===== src/rtl/misc_alu_consts.svh =====
`ifndef MISC_ALU_CONSTS_SVH
`define MISC_ALU_CONSTS_SVH

`define MISC_DATA_WIDTH 16 // operands are signed; the accumulator is twice this.
`define MISC_SHIFT_WIDTH 4
`define MISC_DEST_WIDTH 4
`define MISC_OP_WIDTH 4

`define MISC_OP_LSH 4'd0
`define MISC_OP_RSH 4'd1 // logical, then sign-extended into the result.
`define MISC_OP_ABS 4'd2
`define MISC_OP_MIN 4'd3
`define MISC_OP_MAX 4'd4
`define MISC_OP_CLAMP 4'd5
`define MISC_OP_MOV_ACC 4'd6 // arithmetic shift of the accumulator.
`define MISC_OP_MOV_UACC 4'd7
`define MISC_OP_MOV_LACC 4'd8

`endif


===== src/rtl/misc_alu_pkg.sv =====
`include "misc_alu_consts.svh"

package misc_alu_pkg;
	typedef logic signed [`MISC_DATA_WIDTH-1:0] word_t;
	typedef logic signed [2*`MISC_DATA_WIDTH-1:0] acc_t;
	typedef logic [`MISC_SHIFT_WIDTH-1:0] shift_t;
	typedef logic [`MISC_DEST_WIDTH-1:0] dest_t;
	typedef logic [`MISC_OP_WIDTH-1:0] misc_op_t;

	typedef struct packed {
		misc_op_t op;
		word_t arg_a;
		word_t arg_b;
		word_t arg_c;
		acc_t accumulator;
		shift_t shift;
		logic saturate_disable;
		dest_t dest;
	} misc_req_t;

	typedef struct packed {
		misc_op_t op;
		logic [1:0] shift; // only the fine shift bits are left to apply.
		logic saturate_disable;
		dest_t dest;
		acc_t acc_shift;
		word_t upper_acc;
		word_t lower_acc;
		word_t abs_val;
		word_t min_val;
		word_t max_val;
		word_t lsh_val;
		word_t rsh_val;
		word_t clamp_lo;
		word_t clamp_hi;
		word_t clamp_val; // still the raw value of a here.
	} prep_t;

	typedef struct packed {
		misc_op_t op;
		logic [1:0] shift;
		logic saturate_disable;
		dest_t dest;
		acc_t acc_shift;
		word_t upper_acc;
		word_t lower_acc;
		word_t abs_val;
		word_t min_val;
		word_t max_val;
		word_t lsh_val;
		word_t rsh_val;
		word_t clamp_val;
	} finish_t;

	typedef struct packed {
		acc_t result;
		dest_t dest;
	} misc_resp_t;
endpackage


===== src/rtl/misc_alu_prep.sv =====
`timescale 1ns/1ps

`include "misc_alu_consts.svh"

module misc_alu_prep
	import misc_alu_pkg::*;
(
	input logic clk,
	input logic reset,
	input logic in_valid,
	output logic in_ready,
	input misc_req_t req,
	output logic out_valid,
	input logic out_ready,
	output prep_t stage
);

	acc_t acc_by8;
	acc_t acc_by4;
	word_t lsh_by8;
	word_t lsh_by4;
	word_t rsh_by8;
	word_t rsh_by4;
	logic clamp_swap;
	prep_t prep_next;

	assign in_ready = ~out_valid | out_ready;

	always_comb begin
		acc_by8 = req.shift[3] ? (req.accumulator >>> 8) : req.accumulator;
		acc_by4 = req.shift[2] ? (acc_by8 >>> 4) : acc_by8;
		lsh_by8 = req.shift[3] ? (req.arg_a << 8) : req.arg_a;
		lsh_by4 = req.shift[2] ? (lsh_by8 << 4) : lsh_by8;
		rsh_by8 = req.shift[3] ? (req.arg_a >> 8) : req.arg_a; // zeros shift in from the top.
		rsh_by4 = req.shift[2] ? (rsh_by8 >> 4) : rsh_by8;
	end

	assign clamp_swap = req.arg_c < req.arg_b;

	always_comb begin
		prep_next.op = req.op;
		prep_next.shift = req.shift[1:0];
		prep_next.saturate_disable = req.saturate_disable;
		prep_next.dest = req.dest;
		prep_next.acc_shift = acc_by4;
		prep_next.upper_acc = req.accumulator[2*`MISC_DATA_WIDTH-1:`MISC_DATA_WIDTH];
		prep_next.lower_acc = req.accumulator[`MISC_DATA_WIDTH-1:0];
		prep_next.abs_val = (req.arg_a < 0) ? -req.arg_a : req.arg_a; // -32768 wraps to itself.
		prep_next.min_val = (req.arg_a < req.arg_b) ? req.arg_a : req.arg_b;
		prep_next.max_val = (req.arg_a > req.arg_b) ? req.arg_a : req.arg_b;
		prep_next.lsh_val = lsh_by4;
		prep_next.rsh_val = rsh_by4;
		prep_next.clamp_lo = clamp_swap ? req.arg_c : req.arg_b;
		prep_next.clamp_hi = clamp_swap ? req.arg_b : req.arg_c;
		prep_next.clamp_val = req.arg_a;
	end

	always_ff @(posedge clk) begin
		if (reset) begin
			out_valid <= 1'b0;
			stage <= '0;
		end else if (in_valid && in_ready) begin
			out_valid <= 1'b1;
			stage <= prep_next;
		end else if (out_ready) begin
			out_valid <= 1'b0; // drained, or it was already empty.
		end
	end

endmodule


===== src/rtl/misc_alu_finish.sv =====
`timescale 1ns/1ps

`include "misc_alu_consts.svh"

module misc_alu_finish
	import misc_alu_pkg::*;
(
	input logic clk,
	input logic reset,
	input logic in_valid,
	output logic in_ready,
	input prep_t stage_in,
	output logic out_valid,
	input logic out_ready,
	output finish_t stage_out
);

	acc_t acc_by2;
	word_t lsh_by2;
	word_t rsh_by2;
	finish_t finish_next;

	assign in_ready = ~out_valid | out_ready;

	always_comb begin
		acc_by2 = stage_in.shift[1] ? (stage_in.acc_shift >>> 2) : stage_in.acc_shift;
		lsh_by2 = stage_in.shift[1] ? (stage_in.lsh_val << 2) : stage_in.lsh_val;
		rsh_by2 = stage_in.shift[1] ? (stage_in.rsh_val >> 2) : stage_in.rsh_val;
	end

	always_comb begin
		finish_next.op = stage_in.op;
		finish_next.shift = stage_in.shift;
		finish_next.saturate_disable = stage_in.saturate_disable;
		finish_next.dest = stage_in.dest;
		finish_next.acc_shift = stage_in.shift[0] ? (acc_by2 >>> 1) : acc_by2;
		finish_next.upper_acc = stage_in.upper_acc;
		finish_next.lower_acc = stage_in.lower_acc;
		finish_next.abs_val = stage_in.abs_val;
		finish_next.min_val = stage_in.min_val;
		finish_next.max_val = stage_in.max_val;
		finish_next.lsh_val = stage_in.shift[0] ? (lsh_by2 << 1) : lsh_by2;
		finish_next.rsh_val = stage_in.shift[0] ? (rsh_by2 >> 1) : rsh_by2;
		if (stage_in.clamp_val < stage_in.clamp_lo) begin
			finish_next.clamp_val = stage_in.clamp_lo;
		end else if (stage_in.clamp_val > stage_in.clamp_hi) begin
			finish_next.clamp_val = stage_in.clamp_hi;
		end else begin
			finish_next.clamp_val = stage_in.clamp_val; // bounds were ordered in the first stage.
		end
	end

	always_ff @(posedge clk) begin
		if (reset) begin
			out_valid <= 1'b0;
			stage_out <= '0;
		end else if (in_valid && in_ready) begin
			out_valid <= 1'b1;
			stage_out <= finish_next;
		end else if (out_ready) begin
			out_valid <= 1'b0;
		end
	end

endmodule


===== src/rtl/misc_alu_select.sv =====
`timescale 1ns/1ps

`include "misc_alu_consts.svh"

module misc_alu_select
	import misc_alu_pkg::*;
(
	input logic clk,
	input logic reset,
	input logic in_valid,
	output logic in_ready,
	input finish_t stage_in,
	output logic out_valid,
	input logic out_ready,
	output misc_resp_t resp
);

	localparam acc_t SAT_MAX = 32'sd32767;
	localparam acc_t SAT_MIN = -32'sd32768;

	acc_t value;
	acc_t value_sat;

	assign in_ready = ~out_valid | out_ready;

	// word_t fields are signed, so assigning them to value extends the sign.
	always_comb begin
		case (stage_in.op)
			`MISC_OP_LSH: value = stage_in.lsh_val;
			`MISC_OP_RSH: value = stage_in.rsh_val;
			`MISC_OP_ABS: value = stage_in.abs_val;
			`MISC_OP_MIN: value = stage_in.min_val;
			`MISC_OP_MAX: value = stage_in.max_val;
			`MISC_OP_CLAMP: value = stage_in.clamp_val;
			`MISC_OP_MOV_ACC: value = stage_in.acc_shift;
			`MISC_OP_MOV_UACC: value = stage_in.upper_acc;
			`MISC_OP_MOV_LACC: value = stage_in.lower_acc;
			default: value = '0;
		endcase
	end

	assign value_sat = (value < SAT_MIN) ? SAT_MIN : ((value > SAT_MAX) ? SAT_MAX : value);

	always_ff @(posedge clk) begin
		if (reset) begin
			out_valid <= 1'b0;
			resp <= '0;
		end else if (in_valid && in_ready) begin
			out_valid <= 1'b1;
			resp.result <= stage_in.saturate_disable ? value : value_sat;
			resp.dest <= stage_in.dest;
		end else if (out_ready) begin
			out_valid <= 1'b0;
		end
	end

endmodule


===== src/rtl/misc_alu.sv =====
`timescale 1ns/1ps

`include "misc_alu_consts.svh"

module misc_alu
	import misc_alu_pkg::*;
(
	input logic clk,
	input logic reset,
	input logic in_valid,
	output logic in_ready,
	input misc_req_t req,
	output logic out_valid,
	input logic out_ready,
	output misc_resp_t resp
);

	logic prep_valid;
	logic prep_ready;
	prep_t prep_stage;
	logic finish_valid;
	logic finish_ready;
	finish_t finish_stage;

	misc_alu_prep u_prep (
		.clk(clk),
		.reset(reset),
		.in_valid(in_valid),
		.in_ready(in_ready),
		.req(req),
		.out_valid(prep_valid),
		.out_ready(prep_ready),
		.stage(prep_stage)
	);

	misc_alu_finish u_finish (
		.clk(clk),
		.reset(reset),
		.in_valid(prep_valid),
		.in_ready(prep_ready),
		.stage_in(prep_stage),
		.out_valid(finish_valid),
		.out_ready(finish_ready),
		.stage_out(finish_stage)
	);

	misc_alu_select u_select (
		.clk(clk),
		.reset(reset),
		.in_valid(finish_valid),
		.in_ready(finish_ready),
		.stage_in(finish_stage),
		.out_valid(out_valid),
		.out_ready(out_ready),
		.resp(resp)
	);

endmodule


===== config.mk =====
export PLATFORM = sky130hd
export DESIGN_NAME = misc_alu
export DESIGN_NICKNAME = d
export VERILOG_FILES = /design/src/rtl/misc_alu_pkg.sv /design/src/rtl/misc_alu_prep.sv /design/src/rtl/misc_alu_finish.sv /design/src/rtl/misc_alu_select.sv /design/src/rtl/misc_alu.sv
export VERILOG_INCLUDE_DIRS = /design/src /design/src/rtl
export SDC_FILE = /design/constraint.sdc
export NUM_CORES = 1
export LEC_CHECK = 0
export ABC_AREA = 1
export BUFFER_PORTS_ARGS = -buffer_cell sky130_fd_sc_hd__buf_2
export CORE_AREA = 3 3 201 203
export CTS_CLUSTER_DIAMETER = 80
export DETAILED_ROUTE_END_ITERATION = 8
export DIE_AREA = 0 0 204 206
export HOLD_SLACK_MARGIN = 0.03
export PLACE_DENSITY = 0.77
export SYNTH_ARGS = -nofsm -noshare
export SYNTH_HDL_FRONTEND = slang
export SYNTH_HIERARCHICAL = 1
export SYNTH_SLANG_ARGS = --single-unit
export TNS_END_PERCENT = 5

===== constraint.sdc =====
create_clock -name clk -period 2.44 [get_ports clk]
set_input_delay 0.732 -clock clk [delete_from_list [all_inputs] [get_ports clk]]
set_output_delay 0.732 -clock clk [all_outputs]
set_load 0.01 [all_outputs]

---- Word-level counts from Yosys, hierarchy flattened ----
Cells that the tools add are included.
operators by class
  multiply operators ...................... 0
  reductions and logical operators ........ 7
  $lt $le $gt $ge ......................... 8
  shift operators ......................... 0
  equal/unequal tests ..................... 8
  add/subtract/negate cells ............... 1
  div/mod/pow operators ................... 0
  bitwise logic cells ..................... 6
  muxes and demuxes ....................... 29
operators with widths
  operator                count
  $pmux W32 S9            1
  $mux W16                15
  $mux W31                4
  $mux W32                3
  $lt A16 B16 Y1          3
  $gt A16 B16 Y1          2
  $gt A32 B16 Y1 const B  1
  $lt A32 B16 Y1 const B  1
  $eq A4 B3 Y1 const B    4
  $lt A16 B1 Y1 const B   1
  $neg A16 Y16            1
  $eq A4 B2 Y1 const B    2
  $mux W1                 6
  $reduce_bool A2 Y1      3
  $eq A4 B1 Y1 const B    1
  $eq A4 B4 Y1 const B    1
  $logic_not A4 Y1        1
  $logic_and A1 B1 Y1     3
  $not A1 Y1              3
  $or A1 B1 Y1            3
word-level totals
  output and inout port bits .............. 38
  logic and storage cells ................. 91
  input bits .............................. 97
  memories kept ........................... 0
  register bits after elaboration ......... 411
  bits in latches ......................... 0
  RAM bits ................................ 0
  memory bits (read-only) ................. 0

---- Depth between registers and ports, before layout ----
  depth after elaboration ................. 6
  depth in mapped cells ................... 18
  depth with buffers taken out ............ 17

---- Modules after synthesis ----
The synthesis kept the hierarchy.
by module, submodules not included
  module           instances  area each (µm²)  seq. area each (µm²)  cells an instance
  misc_alu_prep    1          9962.1           4043.9                1450
  misc_alu_finish  1          8816.0           3443.3                1275
  misc_alu_select  1          2798.9           740.7                 492

---- Least setup slack after synthesis ----
No wires, ideal clock.
  path kind ............................... input -> register
  start point ............................. in req[72] (netlist bit)
  end point ............................... reg u_prep/stage[105] (netlist bit)
  setup time .............................. 0.109 ns
  setup slack ............................. 0.075 ns
  data arrival time ....................... 2.256 ns
  stages .................................. 11
  data required time ...................... 2.331 ns
  buffers on the path ..................... 1
  cell sequence ........................... inv_1 ha_1 a21oi_1 o21ai_1 a21oi_1 nand3_2 nand2_4 buf_4 o211ai_1 nand2_1 inv_1
between the ends
  word-level cells in the longest chain between the ends .. 2
RTL lines
  item                  line                 RTL
  start, declared       misc_alu.sv:12       input misc_req_t req,
  $lt A16 B16 Y1        misc_alu_prep.sv:49  prep_next.min_val = (req.arg_a < req.arg_b) ? req.arg_a : req.arg_b;
  $mux W16              misc_alu_prep.sv:49
  end signal, assigned  misc_alu_prep.sv:64  stage <= prep_next;
  end, declared         misc_alu_prep.sv:15  output prep_t stage
No other way between the ends.
A chain may end at the register's enable or synchronous reset.

---- Worst setup path in the final report ----
  start point ............................. reg u_select.out_valid
  end point ............................... out in_ready
between the ends
  word-level cells in the longest chain between the ends .. 4
RTL lines
  item                    line                   RTL
  start, declared         misc_alu_select.sv:13  output logic out_valid,
  start signal, assigned  misc_alu_select.sv:46  out_valid <= 1'b0;
  start signal, assigned  misc_alu_select.sv:49  out_valid <= 1'b1;
  start signal, assigned  misc_alu_select.sv:53  out_valid <= 1'b0;
  $not A1 Y1              misc_alu_select.sv:24  assign in_ready = ~out_valid | out_ready;
  $or A1 B1 Y1            misc_alu_select.sv:24
  named net finish_ready  misc_alu.sv:22         logic finish_ready;
  $or A1 B1 Y1            misc_alu_finish.sv:23  assign in_ready = ~out_valid | out_ready;
  named net prep_ready    misc_alu.sv:19         logic prep_ready;
  $or A1 B1 Y1            misc_alu_prep.sv:27    assign in_ready = ~out_valid | out_ready;
  end, declared           misc_alu.sv:11         output logic in_ready,
The timed path passes the listed nets, and every way through them passes these cells.

==> metrics.cfg <==
[outcome]
outcome=complete, no violations

[routing]
vias=22422
ant_nets=0
drc=0
routed_wl_um=72600
vias_per_cell=5.73
firstDrtPassIters=6
drt-initial-drc-count=2641
wl_per_cell_um=18.6

[placed_design]
io_buffer_count=134
hpwlAfterDp_um=53500
routabilityCongestion=0.965

[clock_network]
cts_buffers=45
clkLatencyLatePin_ns=0.58
clockRootBuffer=clkbuf_16
clk_pin_slew_ns=0.06
cts_max_level=2
hold_buffers=0
clkSinkCount=409
tritoncts=done
cts.path.max_buffers=3

[yosys]
yosysWarnings=6
synth_nets=3370
synthCells=3210
syn_area_um2=21500
syn_avg_cell_area_um2=6.70

[timing]
finClkSkew_ns=0.0224
fin_crit_sh=0.961
tightest_slew_ns=0.812
holdWs_ns=0.412
fmax_mhz=426
timing_hold_violations_final=0
drv_slew=0
finalSetupViolCount=0
relSlewSlack=0.459
rsz0062_at_grt=no
fin_crit_ns=2.34

[pwr]
vdd_drop_max_v=0.000472
pwr_density_cell_nw_per_um2=703
p_leak_nw=11.7

[grt]
grt-ovfl-total=0
grt_max_degree=148
grt_usage=0.337
grt_pass1_vias=20554
antenna_found_initial=2
grt_pass1_wl_um=113000

[worst_hold_path]
min_path_cells=3
hold_path.class=in2reg

[setup_path]
crit_slowest_cell=dfxtp_1
worstPathArrival_ns=1.61
max_stage_delay_ns=0.33
required_ns=1.71
path_buf_inv=4
start_kind=flop
reg2reg_depth=10
cp.depth=7
path_cells=nand2_1, inv_1, nand2_1, inv_1, nand2_4, buf_4, buf_2
r2r_setup_slack_ns=0.11
worstPathMaxFanout=2
critPathCaptureType=output pin
critPathTopFamily=buffers and inverters
critical_path_class=reg2out

[die]
dieHeight_um=206
fp.coreArea_um2=38600
start_util=0.557
placementRows=72
pin_count=135
die-area_um2=42000
fp.dieW_um=204

[run]
drv_cap=0

[final_layout]
syn_to_final_growth_pct=16.9
fin_nets=3520
drive_above_1_share=0.141
final_util=0.651

[metrics by stage]
stage | setup slack, ns | TNS, ns | cell area, um^2 | instances | power, W
final | 0.0952 | 0 | 25100 | 3911 | 0.0177
after global routing | 0.0120 | 0 | 25100 | 3911 | 0.0185
after detailed placement | -0.187 | -6.51 | 23600 | 3828 | 0.0110
after CTS | 0.00180 | 0 | 25100 | 3909 | 0.0177
after global placement | -0.136 | -3.28 | 23600 | 3828 | 0.0109
after floorplan | 0.0746 | 0 | 21500 | 3210 | 0.00978
[state kept, by name, summed over array words and instances (netlist names)]
| register | count |
|---|---|
| u_prep/out_valid | 1 |
| u_prep/stage | 201 |
| u_finish/out_valid | 1 |
| u_select/out_valid | 1 |
| u_finish/stage_out | 169 |
| u_select/resp | 36 |
[placed cells by master, fill, tap and decap left out, drive strengths merged]
cell	instances
nand3	291
nor2	360
buf	330
nand2	838
clkbuf	65
xor2	1
clkinv	13
a211oi	10
a31oi	7
a2111oi	3
clkinvlp	3
nand3b	1
inv	281
bufinv	3
diode	1
o21ai	267
o211ai	102
and2	1
ha	63
o22ai	1
a22oi	8
dfxtp	409
nand4	62
o21bai	7
a21oi	247
a221oi	4
a21o	4
o2111ai	1
nor3	10
[what timing repair did]
| item | CTS | global route |
|---|---|---|
| gates resized for setup | 1 | 9 |
| buffers inserted | 2 | 1 |
| pin swaps | 2 | 1 |
| setup endpoints to repair | 16 | 22 |
[tightest hold or removal path, stage by stage]
cell	delay (ns)
buf_2	0.07
inv_1	0.04
a21oi_1	0.10
[worst paths after layout]
| path | start | endpoint |
|---|---|---|
| worst max-delay path | u_select/out_valid | in_ready |
| worst min-delay path | req[14] | u_prep/stage[133] |
| worst max register to register | u_finish/stage_out[169] | u_select/resp[13] |
| worst min register to register | u_finish/stage_out[160] | u_select/resp[0] |
[routing by layer]
metal | GRT usage | part of all wire
met2 | 0.559 | 0.46
met3 | 0.0529 | 0.078
met4 | 0.129 | 0.042
met1 | 0.444 | 0.42
met5 | 0 | 0.00018
[cell type report]
cell class,instances,area [um^2]
fillers,3542,13500
multi-input cells,2288,11200
flip-flops and latches,409,8190
repair buffers,330,2540
clock buffers,65,1270
inverters,286,1090
well taps,518,648
clock inverters,14,164
diodes,1,2.50
[power breakdown]
| group | internal (W) | switching, W |
|---|---|---|
| sequential | 0.00715 | 0.000360 |
| clock | 0.00394 | 0.00278 |
| combinational | 0.00128 | 0.00219 |
| total | 0.0124 | 0.00533 |
Power figures use the tool's default switching activity.
